### src/hw/decodePkg.sv
`default_nettype none

package decodePkg;

    ////////////////////
    // encodings
    ////////////////////

    // primary opcode, bits 31:26
    typedef enum logic [5:0] {
        opSpecial = 6'h00,
        opJ       = 6'h02,
        opJal     = 6'h03,
        opBeq     = 6'h04,
        opBne     = 6'h05,
        opBlez    = 6'h06,
        opBgtz    = 6'h07,
        opAddi    = 6'h08,
        opAddiu   = 6'h09,
        opSlti    = 6'h0a,
        opSltiu   = 6'h0b,
        opAndi    = 6'h0c,
        opOri     = 6'h0d,
        opXori    = 6'h0e,
        opLui     = 6'h0f,
        opLw      = 6'h23,
        opSw      = 6'h2b
    } opcodeT;

    // r-type function, bits 5:0
    typedef enum logic [5:0] {
        fnSll  = 6'h00,
        fnSrl  = 6'h02,
        fnSra  = 6'h03,
        fnJr   = 6'h08,
        fnJalr = 6'h09,
        fnAdd  = 6'h20,
        fnAddu = 6'h21,
        fnSub  = 6'h22,
        fnSubu = 6'h23,
        fnAnd  = 6'h24,
        fnOr   = 6'h25,
        fnXor  = 6'h26,
        fnNor  = 6'h27,
        fnSlt  = 6'h2a,
        fnSltu = 6'h2b
    } functT;

    typedef enum logic [3:0] {
        aluAdd, aluAddu, aluSub, aluSubu, aluAnd, aluOr, aluXor,
        aluNor, aluSlt, aluSltu, aluSll, aluSrl, aluSra, aluLui
    } aluOpT;

    // write-back register select
    typedef enum logic [1:0] {
        dstRt = 2'd0,
        dstRd = 2'd1,
        dstRa = 2'd2
    } regDstT;

    ////////////////////
    // bundles
    ////////////////////

    typedef struct packed {
        logic   regWrite;
        aluOpT  aluOp;
        logic   aluSrc;    // second alu operand is the immediate
        regDstT regDst;
        logic   memRead;
        logic   memWrite;
        logic   memToReg;
        logic   branch;    // branch taken, already resolved
        logic   jump;      // j or jal
        logic   jumpReg;   // jr or jalr
        logic   link;      // pc+4 goes to the destination
        logic   illegal;
    } ctrlT;

    typedef struct packed {
        logic        enable;
        logic [4:0]  addr;
        logic [31:0] data;
    } regWriteT;

    typedef struct packed {
        logic [31:0] readData1;
        logic [31:0] readData2;
        logic [31:0] pcPlus4;
        logic [31:0] signExtImm;
        logic [31:0] branchTarget;
        logic [31:0] jumpTarget;
        logic [4:0]  rt;
        logic [4:0]  rd;
        logic [4:0]  shamt;
        logic [5:0]  funct;
    } decodeOutT;

    // rs against rt, lt and gt signed
    typedef struct packed {
        logic eq;
        logic lt;
        logic gt;
        logic zero;
    } cmpFlagsT;

endpackage

`default_nettype wire

### src/hw/registerFile.sv
`timescale 1ns/100ps
`default_nettype none

module registerFile #(
    parameter bit writeBypass = 1'b1
) (
    input  logic                Clk,
    input  logic                rstN,
    input  logic [4:0]          readAddr1,
    input  logic [4:0]          readAddr2,
    input  decodePkg::regWriteT wb,
    output logic [31:0]         readData1,
    output logic [31:0]         readData2
);
    import decodePkg::*;

    // $0 not stored
    logic [31:0] regs [1:31];

    ////////////////////
    // write port
    ////////////////////

    always_ff @(posedge Clk or negedge rstN) begin
        if (!rstN) begin
            for (int i = 1; i < 32; i++) begin
                regs[i] <= '0;
            end
        end else if (wb.enable && (wb.addr != 5'd0)) begin
            regs[wb.addr] <= wb.data;
        end
    end

    ////////////////////
    // read ports
    ////////////////////

    // same lookup for both ports
    function automatic logic [31:0] readPort(input logic [4:0] addr);
        logic [31:0] value;
        if (addr == 5'd0) begin
            value = '0;
        end else if (writeBypass && wb.enable && (wb.addr == addr)) begin
            // write in flight this cycle
            value = wb.data;
        end else begin
            value = regs[addr];
        end
        return value;
    endfunction

    always_comb begin
        readData1 = readPort(readAddr1);
        readData2 = readPort(readAddr2);
    end

endmodule

`default_nettype wire

### src/hw/decodeController.sv
`timescale 1ns/100ps
`default_nettype none

module decodeController (
    input  decodePkg::opcodeT opcode,
    input  decodePkg::functT  funct,
    input  logic [4:0]        rtField,
    input  logic [31:0]       rsData,
    input  logic [31:0]       rtData,
    output decodePkg::ctrlT   ctrl
);
    import decodePkg::*;

    cmpFlagsT flags;

    ////////////////////
    // operand compare
    ////////////////////

    always_comb begin
        flags.eq   = (rsData == rtData);
        flags.lt   = ($signed(rsData) < $signed(rtData));
        flags.gt   = ($signed(rsData) > $signed(rtData));
        flags.zero = (rsData == 32'd0);
    end

    ////////////////////
    // main decode
    ////////////////////

    always_comb begin
        // nop-like defaults, every field driven
        ctrl        = '0;
        ctrl.aluOp  = aluAdd;
        ctrl.regDst = dstRt;

        case (opcode)
            opSpecial: begin
                ctrl.regWrite = 1'b1;
                ctrl.regDst   = dstRd;
                case (funct)
                    fnAdd:  ctrl.aluOp = aluAdd;
                    fnAddu: ctrl.aluOp = aluAddu;
                    fnSub:  ctrl.aluOp = aluSub;
                    fnSubu: ctrl.aluOp = aluSubu;
                    fnAnd:  ctrl.aluOp = aluAnd;
                    fnOr:   ctrl.aluOp = aluOr;
                    fnXor:  ctrl.aluOp = aluXor;
                    fnNor:  ctrl.aluOp = aluNor;
                    fnSlt:  ctrl.aluOp = aluSlt;
                    fnSltu: ctrl.aluOp = aluSltu;
                    fnSll:  ctrl.aluOp = aluSll;
                    fnSrl:  ctrl.aluOp = aluSrl;
                    fnSra:  ctrl.aluOp = aluSra;
                    fnJr: begin
                        ctrl.regWrite = 1'b0;
                        ctrl.jumpReg  = 1'b1;
                    end
                    fnJalr: begin
                        // return address into rd
                        ctrl.jumpReg = 1'b1;
                        ctrl.link    = 1'b1;
                    end
                    default: ctrl.illegal = 1'b1;
                endcase
            end

            // immediate alu group, always rt destination
            opAddi, opAddiu, opSlti, opSltiu, opAndi, opOri, opXori, opLui: begin
                ctrl.regWrite = 1'b1;
                ctrl.aluSrc   = 1'b1;
                case (opcode)
                    opAddiu: ctrl.aluOp = aluAddu;
                    opSlti:  ctrl.aluOp = aluSlt;
                    opSltiu: ctrl.aluOp = aluSltu;
                    opAndi:  ctrl.aluOp = aluAnd;
                    opOri:   ctrl.aluOp = aluOr;
                    opXori:  ctrl.aluOp = aluXor;
                    opLui:   ctrl.aluOp = aluLui;
                    default: ctrl.aluOp = aluAdd;
                endcase
            end

            opLw: begin
                ctrl.regWrite = 1'b1;
                ctrl.aluSrc   = 1'b1;
                ctrl.memRead  = 1'b1;
                ctrl.memToReg = 1'b1;
            end
            opSw: begin
                ctrl.aluSrc   = 1'b1;
                ctrl.memWrite = 1'b1;
            end

            // branches resolved here, no alu involvement
            opBeq: ctrl.branch = flags.eq;
            opBne: ctrl.branch = !flags.eq;
            // rt must be $0, so rtData is 0 and lt/gt compare rs against zero
            opBlez: begin
                ctrl.branch  = flags.zero | flags.lt;
                ctrl.illegal = (rtField != 5'd0);
            end
            opBgtz: begin
                ctrl.branch  = flags.gt;
                ctrl.illegal = (rtField != 5'd0);
            end

            opJ: ctrl.jump = 1'b1;
            opJal: begin
                ctrl.jump     = 1'b1;
                ctrl.link     = 1'b1;
                ctrl.regWrite = 1'b1;
                ctrl.regDst   = dstRa;
            end

            default: ctrl.illegal = 1'b1;
        endcase

        // squash side effects of anything not decoded
        if (ctrl.illegal) begin
            ctrl.regWrite = 1'b0;
            ctrl.memRead  = 1'b0;
            ctrl.memWrite = 1'b0;
            ctrl.branch   = 1'b0;
            ctrl.jump     = 1'b0;
        end
    end

endmodule

`default_nettype wire

### src/hw/instructionDecodeStage.sv
`timescale 1ns/100ps
`default_nettype none

module instructionDecodeStage #(
    parameter bit writeBypass = 1'b1
) (
    input  logic                 Clk,
    input  logic                 rstN,
    input  logic [31:0]          instr,
    input  logic [31:0]          pcPlus4,
    input  decodePkg::regWriteT  wb,
    output decodePkg::ctrlT      ctrl,
    output decodePkg::decodeOutT dec
);
    import decodePkg::*;

    ////////////////////
    // field extraction
    ////////////////////

    logic [4:0]  rsField;
    logic [4:0]  rtField;
    logic [15:0] immField;
    logic [25:0] jumpIndex;
    logic [31:0] readData1;
    logic [31:0] readData2;
    logic [31:0] signExtImm;

    assign rsField   = instr[25:21];
    assign rtField   = instr[20:16];
    assign immField  = instr[15:0];
    assign jumpIndex = instr[25:0];

    // always sign-extended, execute picks the use
    assign signExtImm = {{16{immField[15]}}, immField};

    ////////////////////
    // submodules
    ////////////////////

    registerFile #(
        .writeBypass(writeBypass)
    ) registerFile_i (
        .Clk       (Clk),
        .rstN      (rstN),
        .readAddr1 (rsField),
        .readAddr2 (rtField),
        .wb        (wb),
        .readData1 (readData1),
        .readData2 (readData2)
    );

    // raw bits cast onto the enums, unknown codes fall to default
    decodeController decodeController_i (
        .opcode  (opcodeT'(instr[31:26])),
        .funct   (functT'(instr[5:0])),
        .rtField (rtField),
        .rsData  (readData1),
        .rtData  (readData2),
        .ctrl    (ctrl)
    );

    ////////////////////
    // outputs
    ////////////////////

    always_comb begin
        dec.readData1    = readData1;
        dec.readData2    = readData2;
        dec.pcPlus4      = pcPlus4;
        dec.signExtImm   = signExtImm;
        // word offset relative to the delay slot pc
        dec.branchTarget = pcPlus4 + {signExtImm[29:0], 2'b00};
        // region bits kept from pc+4
        dec.jumpTarget   = {pcPlus4[31:28], jumpIndex, 2'b00};
        dec.rt           = rtField;
        dec.rd           = instr[15:11];
        dec.shamt        = instr[10:6];
        dec.funct        = instr[5:0];
    end

endmodule

`default_nettype wire

### config.mk
export PLATFORM = sky130hd
export DESIGN_NAME = instructionDecodeStage
export DESIGN_NICKNAME = d
export VERILOG_FILES = /design/src/hw/decodePkg.sv /design/src/hw/registerFile.sv /design/src/hw/decodeController.sv /design/src/hw/instructionDecodeStage.sv
export SDC_FILE = /design/constraint.sdc
export NUM_CORES = 2
export LEC_CHECK = 0
export ABC_CLOCK_PERIOD_IN_PS = 6000
export BUFFER_PORTS_ARGS = -buffer_cell sky130_fd_sc_hd__buf_2
export CELL_PAD_IN_SITES_DETAIL_PLACEMENT = 1
export CELL_PAD_IN_SITES_GLOBAL_PLACEMENT = 1
export CORE_MARGIN = 2
export CORE_UTILIZATION = 52
export DETAILED_ROUTE_END_ITERATION = 12
export PLACE_DENSITY = 0.83
export SLEW_MARGIN = 20
export SYNTH_ARGS = -nofsm -noshare
export SYNTH_HDL_FRONTEND = slang
export SYNTH_SLANG_ARGS = --single-unit
### constraint.sdc
create_clock -name Clk -period 6 [get_ports Clk]
set_clock_uncertainty 0.2 [all_clocks]
set_input_delay 0.3 -clock Clk [delete_from_list [all_inputs] [get_ports Clk]]
set_output_delay 0.3 -clock Clk [all_outputs]
set_load 0.02 [all_outputs]
==> reports/qor.yml <==
outcome:
  status: "finished with violations"
  violations: "negative setup slack"
die:
  dieArea_um2: 112700
  floorplan.io_pins: 333
  initial_core_util: 0.5248
  rows: 121
  die_x_um: 335.7
  core_um2: 109000
  die_y_um: 335.7
synthesis:
  synth_edf_count: 0
  synth_warnings: 0
  async_flop_share: 1.000
  avgSynthCellArea_um2: 14.60
  synth_most_common_cell: "mux2_2"
  ys_types: 69
  synth_cells: 3918
  synth_top_cell_by_area: "dfrtp_1"
  synth_area_leaders: "dfrtp_1, mux4_2, mux2_2, buf_4, clkbuf_1"
  yosysTopAreaCellShare: 0.4340
  synth_ff_type: "dfrtp_1"
  ys_ff_latch: 992
  synth-seq-area-share: 0.4340
  synthesis.area_um2: 57200
  synth_common_cells: "mux2_2, dfrtp_1, mux4_2"
detailed_routing:
  firstDrtPassIters: 5
  avgViaCountPerCell: 7.194
  routed_wl_mm: 201.1
  drc_errors: 0
  wl_per_cell_um: 36.45
  drtAntennaViolNets: 0
  num_vias: 39687
  drtIter0Drc: 4285
global_routing:
  grt_pass1_wl_mm: 296.0
  globalRouteOverflowTotal: 0
  antenna_found_initial: 8
  grt_max_degree: 146
  grtUsageTotal: 0.3595
  grt_pass1_vias: 42712
flow_run:
  cap_violations: 0
layout:
  drive_gt1_frac: 0.5667
  final_cell_area_um2: 63820
  fillers: 10049
  syn2layout_area_growth_pct: 11.56
  reg_top3: "registerFile_i.regs (992)"
  largest_reg_flops: 992
  final_net_count: 4180
  regMostFlops: "registerFile_i.regs"
critical_path:
  worst-path-max-fanout: 37
  end_kind: "output port"
  slowest_stage: "a2111oi_1"
  path_cells: "buf_6 > buf_4 > mux4_2 > mux2i_1 > a2111oi_1 > a221o_1 > ha_1 > o21a_1 > o21a_1 > o21ai_0 > a2111oi_4 > o41ai_1 > buf_4 > a31oi_1 > mux2i_1 > nand3_1 > buf_2"
  path_class: "in2out"
  required_ps: 5500
  crit_path_start_kind: "primary input"
  cp.arrival_ps: 5530
  critPathMaxStageDelay_ps: 800
power:
  p_clk_frac: 0.322
  ir_worst_vdd_mv: 0.2674
  switching_share: 0.3047
  pwr-share-seq: 0.418
  power.density_nw_per_um2: 343.4
  switchingPower_mw: 6.677
  pwr-share-comb: 0.261
  p_int_mw: 15.24
  p_leak_nw: 28.16
hold_path:
  hp-class: "in2reg"
clocking:
  clk_latency_ps: 670
  clock-sinks: 992
  cts_root_buf: "clkbuf_16"
  cts_buffers: 106
  cts.clk_slew.worst_paths_ps: 60
  htree_num_levels: 3
  cts_tree: "built"
  cts_max_path_buffers: 3
sta:
  setup_viol: 1
  slew_violations: 0
  fin_crit_sh: 1.006
  setup_slack_ps: -34.60
  worstMarginPinSlew_ps: 1233
  layout_min_cycle_time_ps: 6035
  hold_violations: 0
  relSlewSlack: 0.1763
  rsz0062_at_grt: "no"
  fmax_ghz: 0.1657
placement:
  place_ws_ps: -338.9
  dpl_cell_area_um2: 60010
  io_buffers: 324
  gp_congestion: 0.8726
  hpwl_mm: 122.2
-- kinds of logic after synthesis --
kind of cell	share of synthesized area
and+or+nand+nor	0.02830
xor gates and xnor gates	0.005359
DFF	0.4340
adders and majority gates	0.01369
muxes	0.4346
AOI/OAI and AO/OA	0.03703
buffers and inverters	0.04703
other	0.00006556
-- repair_timing --
item,4_1_cts,5_1_grt
setup buffers,3,2
pin swaps,1,1
gates resized for setup,7,4
endpoints found under the setup margin,1,1
endpoints found under the hold margin,92,0
hold buffers,1,0
gates cloned,0,0
-- layer usage --
metal  vias to the layer above  track usage  share of wire
met4                         2       0.2230          0.067
met3                       751      0.09823           0.10
li1                      15178            -              -
met2                      2552       0.5577           0.47
met1                     21204       0.4497           0.36
met5                         -            0       0.000080
-- layout make-up --
class,count,area (um2),share of cell area
Antenna cell,7,17.52,0.0002745
Sequential cell,992,24820,0.3890
Multi-Input combinational cell,2381,29950,0.4693
Tap cell,1414,1769,0.02772
Clock buffer,148,3103,0.04862
Inverter,49,183.9,0.002882
Timing Repair Buffer,484,3379,0.05296
Clock inverter,42,588.1,0.009215
-- stage by stage --
stage / total power, mW / instances / setup TNS [ps] / util / hold WS (ps)
CTS: 21.83 / 5508 / 0 / 0.5850 / 9.440
finish: 21.92 / 5517 / -34.60 / 0.5854 / 52.78
global route: 22.63 / 5512 / 0 / 0.5853 / 70.99
global placement: 14.24 / 5314 / -494.2 / 0.5505 / 262.3
floorplan: 12.71 / 3919 / 0 / - / -195.6
detailed placement: 14.65 / 5314 / -338.9 / 0.5505 / 267.7
-- cells in the final DEF, fill, tap and decap left out, types with 15 or more instances in the layout --
cell	instances
a21o_1	26
a21oi_1	43
a221o_1	18
a22o_1	53
a22oi_1	15
buf_12	38
buf_2	314
buf_4	124
clkbuf_1	15
clkbuf_16	108
clkbuf_8	25
clkinv_2	21
dfrtp_1	992
ha_1	61
inv_1	49
mux2_2	1057
mux2i_1	47
mux4_2	551
nand2_1	93
nor2_1	45
nor2_4	17
nor2b_1	28
nor3_1	26
o21ai_0	59
xnor2_1	27
-- power by group through the flow --
| stage | logic [mW] | registers (mW) | clock network [mW] |
|---|---|---|---|
| finish | 5.71 | 9.15 | 7.05 |
| global placement | 5.26 | 8.97 | 0 |
| CTS | 5.65 | 9.08 | 7.10 |
| global route | 6.00 | 9.27 | 7.35 |
| floorplan | 4.02 | 8.70 | 0 |
| detailed placement | 5.51 | 9.14 | 0 |
-- critical path, delay by kind of cell --
kind / cells / cell delay [ps]
compound gates: 8 / 2480
fa+ha+maj: 1 / 330
buf+inv: 4 / 1420
mux: 3 / 660
simple gates: 1 / 260
-- final timing paths --
check                                         startpoint                        to  slack [ps]  cells past startpoint
worst min-delay path                              wb[20]   registerFile_i.regs[20]          50                      2
max in group asynchronous                           rstN  registerFile_i.regs[319]        4100                      3
worst min register to register  registerFile_i.regs[555]  registerFile_i.regs[555]         320                      1
worst max register to register  registerFile_i.regs[378]  registerFile_i.regs[378]        4910                      1
worst max-delay path                           instr[23]                   ctrl[4]         -30                     17
min in group asynchronous                           rstN  registerFile_i.regs[835]          90                      2
Power figures use the tool's default switching activity.
